==> config.mk <==
export PLATFORM = sky130hd
export DESIGN_NAME = mem_wb_reg
export DESIGN_NICKNAME = d
export VERILOG_FILES = /design/src/common/cpu_types_pkg.sv /design/src/wb_stage/mem_wb_reg.sv
export VERILOG_INCLUDE_DIRS = /design/src /design/src/common
export SDC_FILE = /design/constraint.sdc
export NUM_CORES = 1
export LEC_CHECK = 0
export BUFFER_PORTS_ARGS = -buffer_cell sky130_fd_sc_hd__buf_2
export CORE_UTILIZATION = 35
export CTS_BUF_LIST = sky130_fd_sc_hd__clkbuf_4 sky130_fd_sc_hd__clkbuf_8
export DETAILED_ROUTE_END_ITERATION = 10
export PLACE_DENSITY = 0.72
export SLEW_MARGIN = 20
export SYNTH_ARGS = -nofsm -noshare
export SYNTH_HDL_FRONTEND = slang
export SYNTH_SLANG_ARGS = --single-unit
export TNS_END_PERCENT = 20
==> constraint.sdc <==
create_clock -name CLK -period 0.8 [get_ports CLK]
set_input_delay 0.16 -clock CLK [delete_from_list [all_inputs] [get_ports CLK]]
set_output_delay 0.16 -clock CLK [all_outputs]
set_load 0.01 [all_outputs]
==> src/common/cpu_macros.svh <==
`ifndef CPU_MACROS_SVH
`define CPU_MACROS_SVH

// Datapath word width
`define WORD_W 32
// Register index width, 32 architectural registers
`define REG_ADDR_W 5

// Data memory size in words
`define DMEM_DEPTH 256
`define DMEM_ADDR_W 8 // log2 of DMEM_DEPTH

`endif

==> src/common/cpu_types_pkg.sv <==
`include "cpu_macros.svh"

package cpu_types_pkg;

	// Basic datapath types
	typedef logic [`WORD_W-1:0] word_t;
	typedef logic [`REG_ADDR_W-1:0] regbits_t;

	// Destination register select, decoded at writeback
	typedef enum logic [1:0] {
		SEL_RD = 2'd0, // R-type destination
		SEL_RT = 2'd1, // I-type destination
		SEL_RA = 2'd2  // Link register r31 for jal
	} reg_dest_t;

	// Memory stage operation
	typedef enum logic [1:0] {
		MEM_NONE  = 2'd0,
		MEM_LOAD  = 2'd1, // Word load, writeback takes memory data
		MEM_STORE = 2'd2  // Word store at result address
	} mem_op_t;

endpackage

==> src/wb_stage/mem_wb_reg.sv <==
`timescale 1ns/1ps

module mem_wb_reg (
	input  logic                     CLK,
	input  logic                     nRST,
	input  logic                     enable_mem_wb,
	input  logic                     flush_mem_wb,
	input  logic                     wen_mem,
	input  cpu_types_pkg::word_t     result_mem,
	input  cpu_types_pkg::mem_op_t   mem_op_mem,
	input  cpu_types_pkg::reg_dest_t reg_dest_mem,
	input  cpu_types_pkg::regbits_t  rt_mem,
	input  cpu_types_pkg::regbits_t  rd_mem,
	input  logic                     halt_mem,
	input  cpu_types_pkg::word_t     dmemload,     // Load data from data memory
	output logic                     wen_wb,
	output cpu_types_pkg::word_t     result_wb,
	output cpu_types_pkg::word_t     dmemload_wb,
	output cpu_types_pkg::mem_op_t   mem_op_wb,
	output cpu_types_pkg::reg_dest_t reg_dest_wb,
	output cpu_types_pkg::regbits_t  rt_wb,
	output cpu_types_pkg::regbits_t  rd_wb,
	output logic                     halt
);
	import cpu_types_pkg::*;

	logic      wen_nxt, halt_nxt;
	word_t     result_nxt, dmemload_nxt;
	mem_op_t   mem_op_nxt; // Kept only for the writeback source select
	reg_dest_t reg_dest_nxt;
	regbits_t  rt_nxt, rd_nxt;

	always_comb begin : nxt_logic
		wen_nxt      = wen_wb; // Hold unless told otherwise
		result_nxt   = result_wb;
		dmemload_nxt = dmemload_wb;
		mem_op_nxt   = mem_op_wb;
		reg_dest_nxt = reg_dest_wb;
		rt_nxt       = rt_wb;
		rd_nxt       = rd_wb;
		halt_nxt     = halt;

		if (flush_mem_wb) begin
			// Bubble, nothing written and no halt
			wen_nxt      = 1'b0;
			result_nxt   = '0;
			dmemload_nxt = '0;
			mem_op_nxt   = MEM_NONE;
			reg_dest_nxt = SEL_RD;
			rt_nxt       = '0;
			rd_nxt       = '0;
			halt_nxt     = 1'b0;
		end else if (enable_mem_wb) begin
			wen_nxt      = wen_mem;
			result_nxt   = result_mem;
			dmemload_nxt = dmemload; // Sampled at end of MEM cycle
			mem_op_nxt   = mem_op_mem;
			reg_dest_nxt = reg_dest_mem;
			rt_nxt       = rt_mem;
			rd_nxt       = rd_mem;
			halt_nxt     = halt_mem;
		end
	end

	always_ff @(posedge CLK, negedge nRST) begin : reg_logic
		if (!nRST) begin
			wen_wb      <= 1'b0;
			result_wb   <= '0;
			dmemload_wb <= '0;
			mem_op_wb   <= MEM_NONE;
			reg_dest_wb <= SEL_RD;
			rt_wb       <= '0;
			rd_wb       <= '0;
			halt        <= 1'b0;
		end else begin
			wen_wb      <= wen_nxt;
			result_wb   <= result_nxt;
			dmemload_wb <= dmemload_nxt;
			mem_op_wb   <= mem_op_nxt;
			reg_dest_wb <= reg_dest_nxt;
			rt_wb       <= rt_nxt;
			rd_wb       <= rd_nxt;
			halt        <= halt_nxt;
		end
	end

endmodule

After elaboration in Yosys (flattened, before gate mapping)
Cells that the tools add are included.

word-level totals
  register bits = 80
  input port bits = 84
  output and inout port bits = 80
  word-level logic and storage cells = 25

operators by class
  mux-type cells = 16
  reduce and logical (&&, ||, !) cells = 1

operator list
  cell                count
  $mux W32            4
  $mux W5             4
  $mux W2             4
  $mux W1             4
  $reduce_bool A2 Y1  1

Longest topological paths before layout
  depth after elaboration = 2
  mapped depth = 4
  depth with buffers taken out = 2

Worst setup path after synthesis
OpenSTA, ideal clock, no wires.

  path kind = input port to flip-flop
  from = input port enable_mem_wb
  to = register dmemload_wb[0]
  setup time = 0.132 ns
  arrival time = 0.680 ns
  data required time = 0.668 ns
  slack = -0.012 ns
  cell stages on the path = 4
  path buffers = 2
  cells stage by stage = buf_6 -> buf_8 -> mux2i_1 -> nor2_1

on the way
  cells in the longest elaborated chain, start to end = 1

RTL lines
  element                       RTL line          source
  start, declared               mem_wb_reg.sv:6   input logic enable_mem_wb,
  $reduce_bool A2 Y1 (no line)  --
  end signal, assigned          mem_wb_reg.sv:78  dmemload_wb <= dmemload_nxt;
  end, declared                 mem_wb_reg.sv:18  output cpu_types_pkg::word_t dmemload_wb,

No other way between the ends.
A chain may end at the register's enable or synchronous reset.

Final worst setup path
  from = register dmemload_wb[9]
  to = output port dmemload_wb[9]

No word-level cell between the ends.

==> run metrics <==
Mapped Nets about 340; Avg WL per Cell 12.99 um; initial antenna violation count 0; WS Path Type flop to primary output; Crit path max-delay family flip-flops; die width between 90 and 100 um; unrepaired setup endpoints after global routing yes; Syn Inst Count 258; Die Footprint roughly 10000 um^2; CTS tree yes; number of CTS-inserted buffers 9; diode count 0; final wirelength 7130 um; area grow syn2layout 38.19%; Critical Path RT between 600 and 700 ps; Achievable Freq roughly 960 MHz; Filler Cell Count between 800 and 900; crit path capture dmemload_wb[9]; clock buffer depth 2; count of final setup violators 87; hold violation count in the final report 0; # clock sinks 80; Worst-path clk slew ~90 ps; failing checks negative setup slack; Final Cell Area 4518 um^2; r2r endpoint dmemload_wb[24]; crit path cell chain buf_2; most common cell after layout, fill and taps aside buf_2; crit end category primary output; CP max stage delay 400 ps; Worst setup SP type flop; final period utilization 130.1%; Cell Area, Placed around 4200 um^2; Worst R2R Path Depth 3; Min Clock Period, post-route approximately 1000 ps; worst-path maximum fanout 2; Leak ~2.6 nW; power density cells approximately 1900 nW/um^2; largest net degree at the start of global routing 44; synthesized flop and latch total 80; mapped cell area ~3300 um^2; Cell variety after synth 7; core box area 8891 um^2; htree depth 3; post-route ant nets 0; Max-Cap Viols 0; outcome complete, but fails checks; YS warnings 0; Initial DRT Pass Iterations 5; Initial Util 36.77%; io pins 164; Post-Place Cells 520; CP max-delay cell dfrtp_1; nets 520; fin cells approximately 550; crit path from dmemload_wb[9]; Final Hold Slack about 59 ps; RePlAce Congestion between 0.6 and 0.7; most frequent cells in the layout buf_2 (156), mux2i_1 (80), nor2_1 (80), dfrtp_1 (80), buf_4 (17); Max VDD drop 0.0008630 V; slack of the critical path -241.0 ps; GRT Overall Usage between 10% and 20%; Die Ht around 100 um; Mean Syn Cell Area ~13 um^2; 1st-iter DRT viols 65; WP data arrival between 800 and 900 ps; R2R Path Start dmemload_wb[24]; max_slew headroom around 84%; buffers plus inverters on the worst setup path 1; IO buf count approximately 160; Seq/Total Area, Yosys about 60%; Max Clock Skew 0 ps; Vias ~2500; FF-to-FF setup slack -20 ps; cell depth of the worst setup path 1; grt total ovfl 0; via/cell ratio between 4 and 5; Slew @ Worst Pin between 200 and 250 ps; row count 34; Worst Hold Class input port to flop; layout cells sized above 1 45.35%; Clock Latency Late Sink roughly 340 ps; global-route wire length before repair 11630 um; vias in the first global route between 2000 and 2500; Final Max Tran Viols 0; DR DRC count 0; Root Driver clkbuf_8; HPWL after DPL about 5200 um
## cells by family (layout without fill, tap and decap cells)
logic type             count (synthesis)  in the layout  share of synthesized area (%)
DFF                                   80             80                          61.23
muxes                                 80             80                          24.49
buffers and inverters                 18            201                          5.090
and+or+nand+nor                       80             80                          9.185
## power by group
group / total, W / internal, W / leakage (nW) / switching [W]
sequential: 0.00439 / 0.00427 / 1.06 / 0.000119
combinational: 0.00131 / 0.000656 / 1.49 / 0.000653
clock: 0.00273 / 0.00126 / 0.0856 / 0.00146
## synth_stat cells
| cell | instances | area share (%) |
|---|---|---|
| buf_6 | 1 | 0.34 |
| mux2i_1 | 80 | 24 |
| clkbuf_1 | 8 | 0.92 |
| nor2_1 | 80 | 9.2 |
| buf_8 | 8 | 3.7 |
| clkbuf_2 | 1 | 0.15 |
| dfrtp_1 | 80 | 61 |
## layer usage
layer / vias up / GRT usage [%] / routed length [um] / part of all wire (%)
li1: 1211 / - / - / -
met1: 1189 / 18.03 / 3052 / 43
met2: 103 / 25.73 / 3524 / 49
met3: 8 / 4.681 / 483 / 6.8
met4: 0 / 5.855 / 70 / 0.98
met5: - / 0 / 0 / 0
## metrics by stage
step | TNS (ps) | total power, W | setup WS, ps | utilization [%]
6_report | -17630 | 0.008420 | -241.0 | 50.82
5_1_grt | -22780 | 0.008901 | -295.1 | 50.82
4_1_cts | -20250 | 0.008541 | -272.3 | 49.85
3_5_place_dp | -11040 | 0.005724 | -194.9 | 47.26
3_3_place_gp | -8953 | 0.005684 | -146.1 | 47.26
2_1_floorplan | 0 | 0.005110 | 8.733 | -
## final cells by class
| cell class | instances | area (um^2) | share of cell area (%) |
|---|---|---|---|
| Sequential cell | 80 | 2002 | 44.31 |
| Multi-Input combinational cell | 160 | 1101 | 24.37 |
| Timing Repair Buffer | 185 | 1095 | 24.23 |
| Clock buffer | 11 | 145.1 | 3.212 |
| Tap cell | 108 | 135.1 | 2.991 |
| Clock inverter | 5 | 40.04 | 0.8862 |
## state kept, by name, summed over array words and instances (netlist names)
register	cells
dmemload_wb	32
halt	1
mem_op_wb	2
rd_wb	5
reg_dest_wb	2
result_wb	32
rt_wb	5
wen_wb	1
## worst min path at each step
stage                   start        endpoint  slack, ps  cells past startpoint
global route        rt_mem[0]        rt_wb[0]         30                      3
detailed placement       nRST    result_wb[2]        160                      2
CTS                 rt_mem[1]        rt_wb[1]         30                      3
floorplan                nRST  dmemload_wb[0]       -140                      0
finish              rt_mem[1]        rt_wb[1]         60                      3
global placement         nRST    result_wb[8]        160                      2
## timing repair
action                                  4_1_cts  5_1_grt
hold endpoints to repair                     80        0
gates resized for setup                       2        3
endpoints found under the setup margin       80       83
hold buffers                                  1        0
buffers inserted                              3        9
(Power assumes the default switching activity.)
