## src/common/cpu_macros.svh

```systemverilog
`ifndef CPU_MACROS_SVH
`define CPU_MACROS_SVH

// Datapath word width
`define WORD_W 32
// Register index width, 32 architectural registers
`define REG_ADDR_W 5

// Data memory size in words
`define DMEM_DEPTH 256
`define DMEM_ADDR_W 8 // log2 of DMEM_DEPTH

`endif

```

## src/common/cpu_types_pkg.sv

```systemverilog
`include "cpu_macros.svh"

package cpu_types_pkg;

	// Basic datapath types
	typedef logic [`WORD_W-1:0] word_t;
	typedef logic [`REG_ADDR_W-1:0] regbits_t;

	// Destination register select, decoded at writeback
	typedef enum logic [1:0] {
		SEL_RD = 2'd0, // R-type destination
		SEL_RT = 2'd1, // I-type destination
		SEL_RA = 2'd2  // Link register r31 for jal
	} reg_dest_t;

	// Memory stage operation
	typedef enum logic [1:0] {
		MEM_NONE  = 2'd0,
		MEM_LOAD  = 2'd1, // Word load, writeback takes memory data
		MEM_STORE = 2'd2  // Word store at result address
	} mem_op_t;

endpackage

```

## src/wb_stage/reg_file.sv

```systemverilog
`timescale 1ns/1ps

`include "cpu_macros.svh"

module reg_file (
	input  logic                     CLK,
	input  logic                     nRST,
	input  logic                     wen_wb,
	input  cpu_types_pkg::word_t     result_wb,
	input  cpu_types_pkg::word_t     dmemload_wb,
	input  cpu_types_pkg::mem_op_t   mem_op_wb,
	input  cpu_types_pkg::reg_dest_t reg_dest_wb,
	input  cpu_types_pkg::regbits_t  rt_wb,
	input  cpu_types_pkg::regbits_t  rd_wb,
	input  cpu_types_pkg::regbits_t  rsel1,
	input  cpu_types_pkg::regbits_t  rsel2,
	output cpu_types_pkg::word_t     rdat1,
	output cpu_types_pkg::word_t     rdat2,
	output logic                     wb_wen,  // Already masked for r0
	output cpu_types_pkg::regbits_t  wb_addr,
	output cpu_types_pkg::word_t     wb_data
);
	import cpu_types_pkg::*;

	localparam int NREGS = 2 ** `REG_ADDR_W;

	word_t regs [NREGS];

	// Writeback source, memory data only for loads
	assign wb_data = (mem_op_wb == MEM_LOAD) ? dmemload_wb : result_wb;

	// Destination decode
	always_comb begin : dest_decode
		case (reg_dest_wb)
			SEL_RT:  wb_addr = rt_wb;
			SEL_RA:  wb_addr = regbits_t'(NREGS - 1); // r31 link register
			default: wb_addr = rd_wb; // SEL_RD
		endcase
	end

	// r0 is hardwired to zero so a write to it is dropped here
	assign wb_wen = wen_wb && (wb_addr != '0);

	always_ff @(posedge CLK, negedge nRST) begin : reg_write
		if (!nRST) begin
			for (int i = 0; i < NREGS; i++) begin
				regs[i] <= '0;
			end
		end else if (wb_wen) begin
			regs[wb_addr] <= wb_data;
		end
	end

	// Read ports, no bypass from the write in the same cycle
	assign rdat1 = regs[rsel1];
	assign rdat2 = regs[rsel2];

endmodule

```

## config.mk

```make
export PLATFORM = sky130hd
export DESIGN_NAME = reg_file
export DESIGN_NICKNAME = d
export VERILOG_FILES = /design/src/common/cpu_types_pkg.sv /design/src/wb_stage/reg_file.sv
export VERILOG_INCLUDE_DIRS = /design/src /design/src/common
export SDC_FILE = /design/constraint.sdc
export NUM_CORES = 2
export LEC_CHECK = 0
export BUFFER_PORTS_ARGS = -buffer_cell sky130_fd_sc_hd__buf_2
export CAP_MARGIN = 20
export CORE_ASPECT_RATIO = 2
export CORE_MARGIN = 5
export CORE_UTILIZATION = 50
export DETAILED_ROUTE_END_ITERATION = 7
export PLACE_DENSITY_LB_ADDON = 0.12
export SLEW_MARGIN = 40
export SYNTH_ARGS = -nofsm -noshare
export SYNTH_HDL_FRONTEND = slang
export SYNTH_SLANG_ARGS = --single-unit
```

## constraint.sdc

```tcl
create_clock -name CLK -period 3.4 [get_ports CLK]
set_input_delay 0.17 -clock CLK [delete_from_list [all_inputs] [get_ports CLK]]
set_output_delay 0.17 -clock CLK [all_outputs]
set_load 0.02 [all_outputs]
```

[After elaboration in Yosys (flattened, before gate mapping)]
Cells that the tools add are included.
Storage, ports and cells
  logic and storage cells: 56
  output and inout bits: 102
  register bits after elaboration: 1024
  input bits: 91
Cells by class
  bitwise gates (word level): 3
  mux-type cells: 11
  $lt $le $gt $ge: 4
  equality and inequality tests: 3
  reductions and logical operators: 3
Operators with widths (number)
  1024-bit bitwise mux: 1
  32-bit binary-select mux with 5-bit select: 2
  32-bit 2-to-1 mux: 6
  32-bit demux with 5-bit select: 1
  6-bit >= comparator (second input constant): 3
  5-bit NOT with 6-bit output: 3
  5-bit case mux with 2 select lines: 1
  6-bit by 1-bit < comparator with 1-bit output (second input constant): 1
  5-bit nonzero test: 1
  2-bit by 1-bit equality test with 1-bit output (second input constant): 2
  2-bit equality test (second input constant): 1
  1-bit logical AND: 2

[Depth between registers and ports, before layout]
  depth in word-level cells: 8
  gate-level depth with buffers: 11
  mapped depth without buffers: 8

[Worst setup path after synthesis]
Ideal clock, no wire load.
  kind: input to register
  start: in reg_dest_wb[0]
  end: reg regs[65] (netlist name)
  setup time: 0.125 ns
  arrival time: 2.042 ns
  stages on the path: 10
  data required time: 3.275 ns
  setup slack: 1.233 ns
  path buffers: 3
  path through: inv_1 -> ha_1 -> buf_4 -> o21a_1 -> inv_2 -> nand2_2 -> or3_1 -> buf_2 -> buf_6 -> mux2_4
Between the ends
  longest elaborated chain between the ends: 8
  elaborated cells between the ends (all ways): 12
RTL lines
  start, declared: RTL line reg_file.sv:12  | input cpu_types_pkg::reg_dest_t reg_dest_wb,
  2-bit equality test / 2-bit by 1-bit equality test with 1-bit output (equally long branches): RTL line reg_file.sv:34  | case (reg_dest_wb)
  5-bit case mux with 2 select lines (*): RTL line reg_file.sv:34
  net wb_addr[2]: RTL line reg_file.sv:20  | output cpu_types_pkg::regbits_t wb_addr,
  5-bit NOT with 6-bit output (implied by the code): RTL line reg_file.sv:50  | regs[wb_addr] <= wb_data;
  6-bit >= comparator (implied by the code) / 6-bit by 1-bit < comparator with 1-bit output (equally long branches): RTL line reg_file.sv:50
  1-bit logical AND (implied by the code): RTL line reg_file.sv:50
  32-bit 2-to-1 mux (implied by the code): RTL line reg_file.sv:50
  32-bit demux with 5-bit select: RTL line reg_file.sv:50
  1024-bit bitwise mux: RTL line reg_file.sv:50
  end signal, assigned by index: RTL line reg_file.sv:50
  end, declared: RTL line reg_file.sv:27  | word_t regs [NREGS];
Mark *: on every way through the listed nets, which the timed path passes. The rest lies on a longest branch.
A chain may end at the register's enable or synchronous reset.

[Worst setup path after layout]
  start: reg regs[804] (netlist name)
  end: out rdat1[4]
Between the ends
  longest elaborated chain between the ends: 3
RTL lines
  32-bit binary-select mux with 5-bit select: RTL line reg_file.sv:55  | assign rdat1 = regs[rsel1];
  32-bit 2-to-1 mux (implied by the code) (2 in a row): RTL line reg_file.sv:55
  end, declared: RTL line reg_file.sv:17  | output cpu_types_pkg::word_t rdat1,
No other way between the ends. The select of a mux whose other input is x is not followed.

==> metrics.md <==
| Metric | Value |
|---|---|
| Reg power frac | `46.2%` |
| Initial Util | `50.2%` |
| Clock sinks | `approximately 1000` |
| Synth Warn # | `0` |
| CTS Buf Count | `a little under 100` |
| Post-Route WL | `191000 um` |
| Worst-case vdd ir drop | `0.000416 V` |
| Startpoint Class | `flop` |
| Clock slew at reported path FFs | `about 60 ps` |
| Switch share | `31.9%` |
| Post-Route Setup TNS | `0 ps` |
| Period minus WS final | `2750 ps` |
| Clock power share | `26.1%` |
| Biggest register | `regs` |
| Top cell type's share of synthesized area | `45.4%` |
| Leakage | `around 0.030 uW` |
| Outcome | `finished clean` |
| Slew @ Worst Pin | `approximately 890 ps` |
| Die width | `248 um` |
| Max Clk Rate | `around 360 MHz` |
| Post-Syn Nets | `between 4000 and 5000` |
| Overall routing resource usage | `~31%` |
| Inst Count DP | `6075` |
| Initial antenna violation count | `7` |
| CTS-repair resized insts | `0` |
| RSZ-0062 raised after global routing | `no` |
| Setup Skew | `0 ps` |
| Critical path peak fanout | `3` |
| DR WL/cell | `30.6 um` |
| Slew Viols, Final | `0` |
| Sequential fraction of the synthesis area | `45.4%` |
| Final setup margin | `651 ps` |
| Relative slew slack | `between 40% and 50%` |
| Post-synth EDFFs | `0` |
| Max clock buf depth | `3` |
| Vias per cell | `between 6 and 7` |
| Nature of the critical path endpoint | `primary output` |
| Area of the multi-input gates | `0.0288 mm2` |
| Power density over the cells | `around 700 mW/mm2` |
| Placed wire-length estimate | `~120000 um` |
| Endpoints failing setup | `0` |
| Root buf cell | `clkbuf_16` |
| Crit path DAT | `2580 ps` |
| Hold WC Path Type | `input pin to async pin` |
| Syn Std Cell Area | `0.0564 mm2` |
| Worst skew pair latency | `710 ps` |
| Die height | `485 um` |
| CP Data Required Time | `around 3200 ps` |
| Synth Flop Type | `dfrtp_1` |
| Pre-antenna DRT Iters | `6` |
| Register area | `0.0256 mm2` |
| Yosys cell types | `41` |
| Largest area contributor in the netlist | `dfrtp_1` |
| Layout Cells excl Fill | `6253` |
| IO Port Bufs | `192` |
| Combinational share of power | `27.7%` |
| Ratio of cells with drive above 1 in the final layout | `between 30% and 40%` |
| Antenna-violating nets left | `0` |
| Via count | `40135` |
| Post-synth ARST share | `100%` |
| Top Registers | `regs: 1024 flops` |
| DRT iter0 DRCs | `between 3000 and 4000` |
| Syn_area_per_cell | `12.1 um2` |
| Final Cycle Share | `80.8%` |
| Largest net degree at the start of global routing | `around 110` |
| Max reg flops | `between 1000 and 1500` |
| I/O pins | `193` |
| Internal | `30400 uW` |
| Max-Cap Viols | `0` |
| # DRC | `0` |
| H-tree depth | `3` |
| Fin. Hold Viols | `0` |
| Pre-CTS WS | `577 ps` |
| Commonest cells after routing, fill and taps aside | `mux2i_1, dfrtp_1, mux2_2, nand2_1` |
| Sw Pwr | `between 10000 and 15000 uW` |
| Synth Register Bits | `1024` |
| CP Class | `flop to primary output` |
| Final layout net count | `between 4000 and 5000` |
| CTS tree | `done` |
| Full die area | `0.120 mm2` |
| Remaining Overflow, GRT | `0` |
| Top cells by area, synth | `dfrtp_1, mux2i_1, mux2_2` |
| Core area | `0.112 mm2` |
| First-pass GRT wire length | `281000 um` |
| Row count | `174` |
| Syn-to-layout area delta | `12.0%` |
| Routability cong. | `around 0.85` |
| Fill cell count | `~9600` |
| Synth Instances | `about 4700` |
| Vias in the first global route | `41815` |
-- stage by stage --
step / total power (uW) / cell area (um2) / util [%] / hold WS, ps
6_report: 44600 / 63200 / 56.2 / 9.86
3_5_place_dp: 33000 / 59800 / 53.3 / 165
5_1_grt: 46900 / 63200 / 56.2 / 45.6
2_1_floorplan: 29100 / 56400 / - / -126
4_1_cts: 44700 / 63200 / 56.2 / 7.24
3_3_place_gp: 32500 / 59800 / 53.3 / 168
-- cell families after synthesis --
kind of cell	after synthesis	synth area share (%)
buffers and inverters	491	3.96
adder cells (fa/ha/maj)	2	0.0443
flip-flops	1024	45.4
multiplexers	2048	39.2
AND/OR/NAND/NOR	518	4.26
AO/OA/AOI/OAI	586	7.12
-- critical path, cell delays in order, from the launching register on --
cell and delay, ps:
dfrtp_1 400, mux2i_1 160, a22o_1 160, nor3_1 80
a31oi_1 620, nand3_1 220, buf_2 230
-- power groups by stage --
stage               Clock, uW  Combinational, uW  Sequential (uW)
finish                  11600              12300            20600
global route            12300              13500            21100
CTS                     11800              12400            20500
detailed placement          0              12300            20700
global placement            0              12100            20400
floorplan                   0               9560            19600
-- per-layer routing --
| layer | GRT usage, % | vias up | wire [um] | share of wire, % |
|---|---|---|---|---|
| met1 | 40.5 | 21157 | 77200 | 40 |
| met5 | 0 | - | 80 | 0.042 |
| met2 | 52.5 | 1347 | 94300 | 49 |
| met4 | 12.9 | 12 | 9190 | 4.8 |
| li1 | - | 17167 | - | - |
| met3 | 4.42 | 452 | 10600 | 5.5 |
-- cells in the mapped netlist (4+ instances only) --
cell type  count
dfrtp_1     1024
nand2b_1       4
nor2_1        11
a22oi_1      192
buf_2        160
nor2_2        16
a21oi_1      194
nor2b_1        5
mux2_1        27
mux2_2       907
buf_1         24
nand2_1      204
nor3_1        64
buf_6          9
a31oi_1       64
mux2_4        90
a22o_1       128
buf_4         31
mux2i_1     1024
nand3_1      196
clkbuf_1     257
inv_1          6
-- path summary, 6_finish.rpt --
| path | from | end | slack (ps) | depth (start not counted) |
|---|---|---|---|---|
| max | regs[804] | rdat1[4] | 650 | 6 |
| max reg2reg | regs[40] | regs[40] | 2580 | 1 |
| min | nRST | regs[131] | 10 | 2 |
| min reg2reg | regs[1013] | regs[1013] | 400 | 0 |
| max in group asynchronous | nRST | regs[779] | 2240 | 3 |
| min in group CLK | rd_wb[3] | regs[282] | 300 | 5 |
-- area by class of cell --
class                      instances  area share, %
inverter                          10         0.0693
timing repair buffer             392           5.51
sequential                      1024           40.6
antenna                            1        0.00396
tap                             1496           2.96
multi-input combinational       3154           45.6
clock inverter                    35          0.703
clock buffer                     141           4.55
-- repair_timing --
action                                 CTS  global route
setup buffers                            0             0
endpoints found under the hold margin  260             0
hold buffers                             1             0
Power figures use the tool's default switching activity.
