===== src/common/cpu_macros.svh =====
`ifndef CPU_MACROS_SVH
`define CPU_MACROS_SVH

// Datapath word width
`define WORD_W 32
// Register index width, 32 architectural registers
`define REG_ADDR_W 5

// Data memory size in words
`define DMEM_DEPTH 256
`define DMEM_ADDR_W 8 // log2 of DMEM_DEPTH

`endif


===== src/common/cpu_types_pkg.sv =====
`include "cpu_macros.svh"

package cpu_types_pkg;

	// Basic datapath types
	typedef logic [`WORD_W-1:0] word_t;
	typedef logic [`REG_ADDR_W-1:0] regbits_t;

	// Destination register select, decoded at writeback
	typedef enum logic [1:0] {
		SEL_RD = 2'd0, // R-type destination
		SEL_RT = 2'd1, // I-type destination
		SEL_RA = 2'd2  // Link register r31 for jal
	} reg_dest_t;

	// Memory stage operation
	typedef enum logic [1:0] {
		MEM_NONE  = 2'd0,
		MEM_LOAD  = 2'd1, // Word load, writeback takes memory data
		MEM_STORE = 2'd2  // Word store at result address
	} mem_op_t;

endpackage


===== src/mem_stage/ex_mem_reg.sv =====
`timescale 1ns/1ps

module ex_mem_reg (
	input  logic                     CLK,
	input  logic                     nRST,
	input  logic                     enable_ex_mem,
	input  logic                     flush_ex_mem,
	input  logic                     wen_ex,
	input  cpu_types_pkg::word_t     result_ex,
	input  cpu_types_pkg::word_t     store_data_ex,
	input  cpu_types_pkg::mem_op_t   mem_op_ex,
	input  cpu_types_pkg::reg_dest_t reg_dest_ex,
	input  cpu_types_pkg::regbits_t  rt_ex,
	input  cpu_types_pkg::regbits_t  rd_ex,
	input  logic                     halt_ex,
	output logic                     wen_mem,
	output cpu_types_pkg::word_t     result_mem,
	output cpu_types_pkg::word_t     store_data_mem,
	output cpu_types_pkg::mem_op_t   mem_op_mem,
	output cpu_types_pkg::reg_dest_t reg_dest_mem,
	output cpu_types_pkg::regbits_t rt_mem,
	output cpu_types_pkg::regbits_t rd_mem,
	output logic                     halt_mem
);
	import cpu_types_pkg::*;

	// Next state of every latched field
	logic      wen_nxt, halt_nxt;
	word_t     result_nxt, store_data_nxt;
	mem_op_t   mem_op_nxt;
	reg_dest_t reg_dest_nxt;
	regbits_t  rt_nxt, rd_nxt;

	always_comb begin : nxt_logic
		// Default is hold, covers a stall
		wen_nxt        = wen_mem;
		result_nxt     = result_mem;
		store_data_nxt = store_data_mem;
		mem_op_nxt     = mem_op_mem;
		reg_dest_nxt   = reg_dest_mem;
		rt_nxt         = rt_mem;
		rd_nxt         = rd_mem;
		halt_nxt       = halt_mem;

		if (flush_ex_mem) begin // Squash wins over enable
			wen_nxt        = 1'b0;
			result_nxt     = '0;
			store_data_nxt = '0;
			mem_op_nxt     = MEM_NONE; // No store leaks past a flush
			reg_dest_nxt   = SEL_RD;
			rt_nxt         = '0;
			rd_nxt         = '0;
			halt_nxt       = 1'b0;
		end else if (enable_ex_mem) begin // Take new EX results
			wen_nxt        = wen_ex;
			result_nxt     = result_ex;
			store_data_nxt = store_data_ex;
			mem_op_nxt     = mem_op_ex;
			reg_dest_nxt   = reg_dest_ex;
			rt_nxt         = rt_ex;
			rd_nxt         = rd_ex;
			halt_nxt       = halt_ex;
		end
	end

	always_ff @(posedge CLK, negedge nRST) begin : reg_logic
		if (!nRST) begin // Come out of reset holding a bubble
			wen_mem        <= 1'b0;
			result_mem     <= '0;
			store_data_mem <= '0;
			mem_op_mem     <= MEM_NONE;
			reg_dest_mem   <= SEL_RD;
			rt_mem         <= '0;
			rd_mem         <= '0;
			halt_mem       <= 1'b0;
		end else begin
			wen_mem        <= wen_nxt;
			result_mem     <= result_nxt;
			store_data_mem <= store_data_nxt;
			mem_op_mem     <= mem_op_nxt;
			reg_dest_mem   <= reg_dest_nxt;
			rt_mem         <= rt_nxt;
			rd_mem         <= rd_nxt;
			halt_mem       <= halt_nxt;
		end
	end

endmodule


===== config.mk =====
export PLATFORM = sky130hd
export DESIGN_NAME = ex_mem_reg
export DESIGN_NICKNAME = d
export VERILOG_FILES = /design/src/common/cpu_types_pkg.sv /design/src/mem_stage/ex_mem_reg.sv
export VERILOG_INCLUDE_DIRS = /design/src /design/src/common
export SDC_FILE = /design/constraint.sdc
export NUM_CORES = 1
export LEC_CHECK = 0
export ABC_AREA = 1
export BUFFER_PORTS_ARGS = -buffer_cell sky130_fd_sc_hd__buf_2
export CAP_MARGIN = 20
export CORE_MARGIN = 4
export CORE_UTILIZATION = 45
export DETAILED_ROUTE_END_ITERATION = 12
export PLACE_DENSITY = 0.79
export SYNTH_ARGS = -nofsm -noshare
export SYNTH_HDL_FRONTEND = slang
export SYNTH_SLANG_ARGS = --single-unit

===== constraint.sdc =====
create_clock -name CLK -period 0.8 [get_ports CLK]
set_input_delay 0.08 -clock CLK [delete_from_list [all_inputs] [get_ports CLK]]
set_output_delay 0.08 -clock CLK [all_outputs]
set_load 0.02 [all_outputs]

## Word level (Yosys, flattened, before mapping)

Cells that the tools add are included.

- Input port bits: 84
- Logic and storage cells: 25
- Register bits after elaboration: 80
- Output and inout port bits: 80

- Multiplexer cells: 16
- Reduce and logical (&&, ||, !) cells: 1

Operator list:

| operator | count |
|---|---|
| two-way mux 32 bit | 4 |
| two-way mux 5 bit | 4 |
| two-way mux 2 bit | 4 |
| two-way mux 1 bit | 4 |
| nonzero test 2 bit | 1 |

## Depth between registers and ports, before layout

Gate-level depths: netlist (run 1).

- Depth in word-level cells: 2
- Depth in mapped cells: 5
- Depth with buffers taken out: 3

## Worst setup path after synthesis (run 1)

No wires, ideal clock.

- Path type: input to register
- Start point: input port enable_ex_mem
- End point: register halt_mem
- Setup time: 65 ps
- Setup slack: 104 ps
- Required time: 735 ps
- Cell stages on the path: 5
- Buffers on the path: 2
- Arrival: 631 ps
- Cell sequence: buf_4 -> nor2_4 -> buf_2 -> nand2_1 -> nand2_1

- Word-level cells in the longest chain between the ends: 1

Ends and longest elaborated chain:

| item | RTL line | source |
|---|---|---|
| start, declared | ex_mem_reg.sv:6 | `input logic enable_ex_mem,` |
| nonzero test 2 bit (no source line) | -- |  |
| end signal, assigned | ex_mem_reg.sv:84 | `halt_mem <= halt_nxt;` |
| end, declared | ex_mem_reg.sv:23 | `output logic halt_mem` |

Every way passes these cells.
A chain may end at the register's enable or synchronous reset.

## Final worst setup path (run 1)

- Start point: register store_data_mem[30]
- End point: output port store_data_mem[30]

RTL lines:

| item | RTL line | source |
|---|---|---|
| start, declared | ex_mem_reg.sv:18 | `output cpu_types_pkg::word_t store_data_mem,` |
| start signal, assigned | ex_mem_reg.sv:79 | `store_data_mem <= store_data_nxt;` |

No word-level cell between the ends.

==> out/metrics.cfg, run 1 <==
[setup_path]
cp-end-kind = primary output
worstReg2RegEnd = store_data_mem[26]
critPathTopFamily = flip-flops
cp_max_fo = 2
reg2reg_from = store_data_mem[26]
cp_slowest_stage_delay_ns = 0.44
worstSetupPathType = flip-flop to primary output
crit_buf_inv = 1
cp.required_ns = 0.72
crit_chain = buf_6
critPathSlowestCell = dfrtp_1
reg2reg_slack_ns = -0.14
r2r_cells = 4
cp_data_arrival_time_ns = 0.93
startpoint_type = flip-flop

[sta]
min_period_ns = 1.012
finalHoldViolations = 0
rsz0062_at_grt = true
hold_ws_ns = 0.1092
finalSetupViolations = 90
finClkSkew_ns = 0
tns_ns = -13.60
relSlewSlack = 0.8439
fin_ws_ns = -0.2115
tightest_slew_ns = 0.2341
min_period_over_period = 1.264
fmax_mhz = 988.6
drv_slew = 0

[min_path]
hold_path_class = primary input to async pin

[place]
dp_hpwl_mm = 5.832
gp_congestion = 0.7528
numPortBuffers = 163

[global_routing]
grt_max_degree = 45
grt_pass1_wl_mm = 19.88
grtUsageTotal = 0.2999
grt_overflow = 0
grt_pass1_vias = 3852
antenna_found_initial = 2

[routing]
wl_per_cell_um = 19.57
viasPerCell = 5.247
first_pass_iters = 5
vias = 3830
drc = 0
drtAntennaViolNets = 0
totalWireLength_mm = 14.29
drt_iter0_markers = 322

[yosys]
yosysUniqueCellTypes = 8
yosys-top-cells-count = nand2_1 (160), dfrtp_1 (80), nand3_1 (80)
synth_seq_cells = 80
synth_most_common_cell = nand2_1
synth_cells = 347
postSynthAreaPerCell_um2 = 9.209
dominantRegCellSynth = dfrtp_1
yosys-top-cells-area = dfrtp_1 (63%), nand2_1 (19%), nand3_1 (13%)
syn_nets = 431
synth_edf_count = 0
async_flop_share = 1.000
synth_top_area_cell = dfrtp_1
synth_area_mm2 = 0.003196
synth_top_area_share = 0.6265
synth-seq-area-share = 0.6265
yosysWarnings = 0

[cts]
clock_latency_ns = 0.34
cts_root_buffer = clkbuf_8
cts_max_path_buffers = 2
htreeDepth = 3
cts_tree = built
cts.sinks = 80
cts_buffers = 9
path_clk_slew_ns = 0.09

[outcome]
status = finished with violations
violations = setup timing

[floorplan]
die_y_um = 92.27
initial_utilization = 0.4678
core_area_mm2 = 0.006832
ios = 164
die_x_um = 92.27
rows = 30
dieArea_mm2 = 0.008514

[final_layout]
drive_above_1_share = 0.4035
multi_input_area_mm2 = 0.001082
area_growth_pct = 90.88
nFillCells = 284
nets = 711
register_area_mm2 = 0.002002

[job]
cap_viol_max_count = 0

[pwr]
leakage_nw = 3.327
power_density_mw_per_mm2 = 1690
ir_drop_mv = 1.249

-- cells by family after synthesis --
family	synth area share
AND/OR/NAND/NOR	0.3168
flip-flops	0.6265
buffers and inverters	0.05678
-- area by class of cell --
| type | instances | share of cell area |
|---|---|---|
| antenna | 2 | 0.0008205 |
| clock buffer | 9 | 0.02031 |
| clock inverter | 7 | 0.01969 |
| inverter | 1 | 0.0006154 |
| multi-input combinational | 241 | 0.1774 |
| sequential | 80 | 0.3282 |
| tap | 96 | 0.01969 |
| timing repair buffer | 294 | 0.4332 |
-- report_power, final --
| part | internal, mW | switching [mW] | total, mW | leakage [nW] |
|---|---|---|---|---|
| combinational | 1.18 | 1.08 | 2.26 | 2.14 |
| sequential | 4.27 | 0.210 | 4.48 | 1.06 |
| clock | 2.08 | 1.50 | 3.58 | 0.119 |
| total | 7.52 | 2.79 | 10.3 | 3.33 |
-- routing by layer --
layer  part of all wire  wire, µm  track usage  up-vias
met5                  0         0            0        -
met4              0.043       615       0.1312        0
met3              0.094      1340      0.06399       64
met2               0.51      7356       0.5262      312
met1               0.35      4974       0.3531     1791
li1                   -         -            -     1663
-- per-stage QoR --
step           area, µm²    util  setup WS [ns]  power, mW  std cells
3_5_place_dp        4124  0.6037       -0.05739      5.807        590
3_3_place_gp        4124  0.6037      -0.002956      5.775        590
2_1_floorplan       3196       -         0.1039      5.147        347
4_1_cts             5829  0.8533        -0.1896      10.05        707
6_report            6100  0.8929        -0.2115      10.31        730
5_1_grt             6100  0.8929        -0.2310      10.67        730
-- repair_timing --
item,4_1_cts,5_1_grt
pin swaps,0,9
endpoints found under the hold margin,160,0
gates resized for setup,160,36
buffers inserted,20,27
hold buffers,81,0
endpoints found under the setup margin,80,92
-- registers in the layout, indices dropped and copies added, names as in the netlist --
name	count
store_data_mem	32
rt_mem	5
rd_mem	5
reg_dest_mem	2
halt_mem	1
result_mem	32
mem_op_mem	2
wen_mem	1
-- placed cells by master, fill, tap and decap left out --
| cell type | Yosys | layout |
|---|---|---|
| bufinv_16 | 0 | 3 |
| nand2_1 | 160 | 136 |
| buf_6 | 8 | 90 |
| clkinv_2 | 0 | 1 |
| clkbuf_8 | 0 | 9 |
| buf_2 | 16 | 82 |
| nand2_2 | 0 | 22 |
| buf_4 | 1 | 33 |
| diode_2 | 0 | 2 |
| inv_2 | 1 | 1 |
| dlygate4sd3_1 | 0 | 81 |
| nand3_1 | 80 | 80 |
| dfrtp_1 | 80 | 80 |
| clkinvlp_4 | 0 | 1 |
| buf_12 | 0 | 8 |
| nand2_4 | 0 | 2 |
| clkinv_4 | 0 | 2 |
| nor2_4 | 1 | 1 |
-- how the worst max path moves through the flow --
stage / start / end / slack, ns / depth (start not counted)
after global placement: enable_ex_mem / result_mem[25] / -0.003 / 5
after global routing: result_mem[6] / result_mem[6] / -0.23 / 1
after detailed placement: enable_ex_mem / wen_mem / -0.06 / 5
after CTS: store_data_mem[8] / store_data_mem[8] / -0.19 / 1
final: store_data_mem[30] / store_data_mem[30] / -0.21 / 1
after floorplan: enable_ex_mem / halt_mem / 0.10 / 5
Power figures use the tool's default switching activity.
==> inputs of run 2 (changes only) <==
Settings changed: CORE_UTILIZATION 45 to 47, CTS_BUF_LIST from default to sky130_fd_sc_hd__clkbuf_8, CTS_CLUSTER_DIAMETER from default to 60, PLACE_DENSITY 0.79 to 0.82.
==> run 2 against run 1 <==
- the flow still finishes with violations (setup timing)
- sequential share of layout area rose by 1.1 points
- sequential power about the same
- core utilization is 2.2 points higher
- final cell count down 3.3%
- sequential cell count stayed put
- critical path type unchanged
- largest cell class unchanged
- via count fell by 0.60%
- non-clock buffer count fell by 2
- maximum frequency increased by 2.0%
- first-iteration DRC count shrank 28%
- combinational power fell by 3%
- count of clock-buffer cells in the layout rose by 3
- critical endpoint is now result_mem[10]
- power decreased by 9.3%
==> out/metrics.cfg, run 2 (same netlist as run 1, synthesis figures left out) <==
[cts]
cts_root_buffer = clkbuf_8
cts_max_path_buffers = 2  ; unchanged
htreeDepth = 3  ; unchanged
cts_tree = built
clock_latency_ns = 0.34  ; about the same
cts_buffers = 9  ; unchanged
path_clk_slew_ns = 0.07  ; -0.02 ns
cts.sinks = 80  ; unchanged

[final_layout]
register_area_mm2 = 0.002002  ; unchanged
reg.largest.list = result_mem: 32 flops, store_data_mem: 32 flops
layout_commonest_cell = nand2_1
final_cell_mix = nand2_1 (149), buf_6 (84), buf_2 (82), nand3_1 (80), dfrtp_1 (80)
nFillCells = 247  ; -13%
stdcell_area_mm2 = 0.005907  ; -3.2%
drive_above_1_share = 0.3854  ; -0.01813
area_growth_pct = 84.85
nets = 709  ; -0.28%
multi_input_area_mm2 = 0.001040  ; -3.9%

[pwr]
power_density_mw_per_mm2 = 1584  ; -6.3%
leakage_nw = 3.272  ; -1.7%
pwr-share-clk = 0.287  ; -0.060
combPwrFrac = 0.236  ; +0.017
seq_power_share = 0.477  ; +0.043
ir_drop_mv = 1.340  ; +7.3%
switching_share = 0.2782  ; +0.007870
p_switching_mw = 2.603  ; -6.6%
power.internal_mw = 6.753  ; -10%
power_mw = 9.356  ; -9.3%

[global_routing]
grtUsageTotal = 0.3069  ; +0.007035
grt_pass1_wl_mm = 19.75  ; -0.66%
grt_pass1_vias = 3893  ; +1.1%
grt_overflow = 0  ; unchanged
grt_max_degree = 47  ; +4.4%
antenna_found_initial = 1  ; -1

[floorplan]
die_y_um = 90.46  ; -2.0%
initial_utilization = 0.4948  ; +0.02700
core_area_mm2 = 0.006459  ; -5.5%
die_x_um = 90.46  ; -2.0%
rows = 29  ; -3.3%
ios = 164  ; unchanged
dieArea_mm2 = 0.008182  ; -3.9%

[setup_path]
r2r_cells = 4  ; unchanged
cp.required_ns = 0.72  ; about the same
reg2reg_from = result_mem[18]
critPathTopFamily = flip-flops
cp_slowest_stage_delay_ns = 0.42  ; -0.02 ns
worstSetupPathType = flip-flop to primary output
crit_chain = buf_6
worstReg2RegEnd = result_mem[18]
critPathSlowestCell = dfrtp_1
cp_data_arrival_time_ns = 0.91  ; -0.02 ns
critPathLaunch = result_mem[10]
path_depth = 1  ; unchanged
startpoint_type = flip-flop
reg2reg_slack_ns = -0.10  ; +0.04 ns
crit_buf_inv = 1  ; unchanged
cp-end-kind = primary output
cp-endpoint = result_mem[10]
cp_max_fo = 2  ; unchanged

[sta]
finClkSkew_ns = 0  ; unchanged
tightest_slew_ns = 0.2449  ; +0.01078 ns
fin_ws_ns = -0.1914  ; +0.02012 ns
min_period_over_period = 1.239  ; -0.02515
tns_ns = -13.12  ; +0.4758 ns
relSlewSlack = 0.8367  ; -0.007189
finalSetupViolations = 89  ; -1.1%
rsz0062_at_grt = true
min_period_ns = 0.9914  ; -0.02012 ns
drv_slew = 0  ; unchanged
finalHoldViolations = 0  ; unchanged
fmax_mhz = 1009  ; +2.0%

[place]
dp_hpwl_mm = 6.129  ; +5.1%
numPortBuffers = 163  ; unchanged
postPlaceCellArea_mm2 = 0.004130  ; +0.15%
pre_cts_ws_ns = -0.03915  ; +0.01824 ns
gp_congestion = 0.7569  ; +0.54%

[routing]
drtAntennaViolNets = 0  ; unchanged
vias = 3807  ; -0.60%
drt_iter0_markers = 233  ; -28%
viasPerCell = 5.392  ; +2.8%
totalWireLength_mm = 13.43  ; -6.0%
drc = 0  ; unchanged
wl_per_cell_um = 19.02  ; -2.8%
first_pass_iters = 5  ; unchanged

[min_path]
hold_path_class = primary input to flip-flop

[outcome]
status = finished with violations
violations = setup timing

[job]
cap_viol_max_count = 0  ; unchanged

-- run 2: changes by cell type in the layout (fill, tap and decap cells not counted), moves of 3 or more --
cell / before / now
nand2_1: 136 / 149
nand2_2: 22 / 11
buf_4: 33 / 43
buf_6: 90 / 84
dlygate4sd3_1: 81 / 75
bufinv_16: 3 / 0
clkbuf_8: 9 / 12
-- run 2: worst min-delay path by stage --
stage	startpoint	endpoint	slack, ns	cells after the start
after floorplan	nRST	halt_mem	-0.22	0
after global placement	nRST	mem_op_mem[1]	-0.11	1
after detailed placement	nRST	mem_op_mem[1]	-0.11	1
after CTS	result_ex[20]	result_mem[20]	0.0008	3
after global routing	store_data_ex[22]	store_data_mem[22]	0.04	3
final	result_ex[11]	result_mem[11]	0.02	3
-- run 2: per-stage QoR --
stage,cells,utilization,hold slack (ns)
2_1_floorplan,347,-,-0.2156
3_3_place_gp,575,0.6395,-0.1135
3_5_place_dp,575,0.6395,-0.1119
4_1_cts,683,0.8807,0.0007711
5_1_grt,706,0.9146,0.03751
6_report,706,0.9146,0.02219
-- run 2: area by class of cell --
type / count / area share
Multi-Input combinational cell: 241 / 0.1760
Clock buffer: 12 / 0.02796
Timing Repair Buffer: 292 / 0.4385
Antenna cell: 1 / 0.0004236
Tap cell: 77 / 0.01631
Clock inverter: 2 / 0.001271
Sequential cell: 80 / 0.3389
Inverter: 1 / 0.0006355
-- run 2: what timing repair did --
action / 4_1_cts / 5_1_grt
endpoints found under the hold margin: 153 / 1
endpoints found under the setup margin: 80 / 84
setup buffers: 20 / 24
hold buffers: 74 / 1
pin swaps: 0 / 3
gates resized for setup: 158 / 17
-- run 2: layer usage --
layer / vias to the layer above / GRT usage / share of wire
met2: 261 / 0.5694 / 0.55
met5: - / 0 / 0
li1: 1660 / - / -
met3: 63 / 0.06500 / 0.070
met4: 0 / 0.1658 / 0.052
met1: 1823 / 0.3218 / 0.33
-- run 2: power by group through the flow --
stage | clock network [mW] | logic [mW] | registers [mW]
floorplan | 0 | 0.402 | 4.75
global placement | 0 | 1.33 | 4.45
detailed placement | 0 | 1.36 | 4.46
CTS | 2.68 | 1.98 | 4.44
global route | 2.89 | 2.33 | 4.48
finish | 2.69 | 2.20 | 4.46
==> inputs of run 3 (changes only) <==
Settings changed: HOLD_SLACK_MARGIN from default to 0.1, PLACE_DENSITY 0.82 to 0.91.
==> run 3 against run 2 <==
- the run still ends with setup timing left
- count of clock-buffer cells in the layout decreased by 3
- power increased by 4.6%
- first-iteration DRC count increased by 44%
- non-clock buffer count increased by 15
- worst hold slack improved by 0.23 ns
- sequential share of layout area decreased by 1.3 points
- via count increased by 11%
- wire length increased by 25%
- final cell count increased by 2.3%
- core utilization increased by 3.5 points
- combinational power increased by 10%
- highest routed layer unchanged
- maximum frequency decreased by 7.0%
==> out/metrics.cfg, run 3 (same netlist as run 1, synthesis figures left out) <==
[outcome]
status = finished with violations
violations = setup timing

[place]
gp_congestion = 0.7498  ; -0.94%
numPortBuffers = 163  ; unchanged
dp_hpwl_mm = 5.890  ; -3.9%
dp.cells = 573  ; -0.35%
pre_cts_ws_ns = -0.04911  ; -0.009967 ns

[floorplan]
core_area_mm2 = 0.006459  ; unchanged
die_y_um = 90.46  ; unchanged
dieArea_mm2 = 0.008182  ; unchanged
die_x_um = 90.46  ; unchanged
initial_utilization = 0.4948  ; unchanged
ios = 164  ; unchanged
rows = 29  ; unchanged

[cts]
cts_tree = built
path_clk_slew_ns = 0.09  ; +0.02 ns
cts.sinks = 80  ; unchanged
cts_buffers = 9  ; unchanged
cts_max_path_buffers = 2  ; unchanged
cts_root_buffer = clkbuf_8
clock_latency_ns = 0.34  ; about the same
htreeDepth = 3  ; unchanged

[sta]
drv_slew = 0  ; unchanged
fin_ws_ns = -0.2665  ; -0.07516 ns
min_period_ns = 1.067  ; +0.07516 ns
tightest_slew_ns = 0.3570  ; +0.1121 ns
min_period_over_period = 1.333  ; +0.09395
rsz0062_at_grt = true
finClkSkew_ns = 0  ; unchanged
finalHoldViolations = 0  ; unchanged
hold_ws_ns = 0.2548  ; +0.2326 ns
tns_ns = -15.12  ; -1.997 ns
relSlewSlack = 0.7620  ; -0.07476
finalSetupViolations = 97  ; +9.0%
fmax_mhz = 937.6  ; -7.0%

[setup_path]
cp-end-kind = primary output
crit_chain = buf_6
cp_slowest_stage_delay_ns = 0.47  ; +0.05 ns
reg2reg_slack_ns = -0.11  ; about the same
worstReg2RegEnd = result_mem[27]
critPathTopFamily = flip-flops
worstSetupPathType = flip-flop to primary output
cp_max_fo = 2  ; unchanged
r2r_cells = 4  ; unchanged
cp.required_ns = 0.72  ; about the same
startpoint_type = flip-flop
critPathSlowestCell = dfrtp_1
cp_data_arrival_time_ns = 0.99  ; +0.08 ns
reg2reg_from = result_mem[27]
crit_buf_inv = 1  ; unchanged

[pwr]
leakage_nw = 3.387  ; +3.5%
power_mw = 9.789  ; +4.6%
ir_drop_mv = 1.004  ; -25%
power_density_mw_per_mm2 = 1596  ; +0.76%

[job]
cap_viol_max_count = 0  ; unchanged

[routing]
totalWireLength_mm = 16.84  ; +25%
viasPerCell = 5.870  ; +8.9%
drtAntennaViolNets = 0  ; unchanged
first_pass_iters = 7  ; +2
drc = 0  ; unchanged
vias = 4238  ; +11%
drt_iter0_markers = 335  ; +44%
wl_per_cell_um = 23.32  ; +23%

[global_routing]
grtUsageTotal = 0.3418  ; +0.03490
grt_overflow = 0  ; unchanged
antenna_found_initial = 0  ; -1
grt_max_degree = 49  ; +4.3%
grt_pass1_vias = 4072  ; +4.6%
grt_pass1_wl_mm = 21.92  ; +11%

[final_layout]
layout_commonest_cell = nand2_1
final_cells = 722  ; +2.3%
reg.largest.list = result_mem: 32 flops, store_data_mem: 32 flops
area_growth_pct = 91.93
drive_above_1_share = 0.4193  ; +0.03390
nets = 724  ; +2.1%
final_cell_mix = nand2_1 (130), buf_6 (90), buf_2 (82), dlygate4sd3_1 (81)

[min_path]
worstHoldStart = flush_ex_mem
holdPathStages = 5  ; +2
worstHoldEndpoint = result_mem[15]
hold_path_class = primary input to flip-flop

## run 3: changes by cell type in the layout (fill, tap and decap cells not counted), sizes merged
| cell | change |
|---|---|
| clkinv | +2 |
| clkbuf | -3 |
| buf | +9 |
| inv | +1 |
| dlygate4sd3 | +6 |
| bufinv | +1 |
## run 3: worst reg2reg max path, delay by kind of cell, from the launching register on
family,cells,cell delay (ns)
buffers and inverters,2,0.28
DFF,1,0.41
and+or+nand+nor,2,0.11
## run 3: layout make-up
type                    instances  area (µm²)
flip-flops and latches         80        2002
clock inverters                 6       55.05
inverters                       1       3.754
well taps                      77       96.34
clock buffers                   9       123.9
multi-input cells             241        1097
repair buffers                307        2753
fillers                       174       325.3
diodes                          1       2.502
## run 3: repair_timing
item | CTS | global route
pin swaps | 0 | 11
gates cloned | 0 | 0
setup endpoints to repair | 80 | 96
gates resized for setup | 160 | 42
hold buffers | 81 | 0
hold endpoints to repair | 160 | 0
buffers inserted | 26 | 39
## run 3: worst max path at each step
| stage | start | endpoint | slack (ns) | cells past startpoint |
|---|---|---|---|---|
| 2_1_floorplan | enable_ex_mem | halt_mem | 0.10 | 5 |
| 3_3_place_gp | enable_ex_mem | result_mem[28] | -0.03 | 4 |
| 3_5_place_dp | enable_ex_mem | result_mem[28] | -0.05 | 4 |
| 4_1_cts | result_mem[24] | result_mem[24] | -0.19 | 1 |
| 5_1_grt | result_mem[13] | result_mem[13] | -0.27 | 1 |
| 6_report | result_mem[13] | result_mem[13] | -0.27 | 1 |
## run 3: layer usage
| metal | vias up | part of all wire | track usage |
|---|---|---|---|
| met5 | - | 0 | 0 |
| met4 | 0 | 0.069 | 0.1901 |
| met3 | 102 | 0.11 | 0.08833 |
| met2 | 416 | 0.49 | 0.5681 |
| met1 | 2027 | 0.33 | 0.4041 |
| li1 | 1693 | - | - |
## run 3: metrics by stage
| step | utilization | instance area [µm²] |
|---|---|---|
| floorplan | - | 3196 |
| global placement | 0.6391 | 4128 |
| detailed placement | 0.6391 | 4128 |
| CTS | 0.9000 | 5813 |
| global route | 0.9492 | 6131 |
| finish | 0.9496 | 6133 |
## run 3: power by group
part / internal [mW] / switching (mW)
logic: 1.23 / 1.19
clock network: 1.40 / 1.48
registers: 4.27 / 0.224
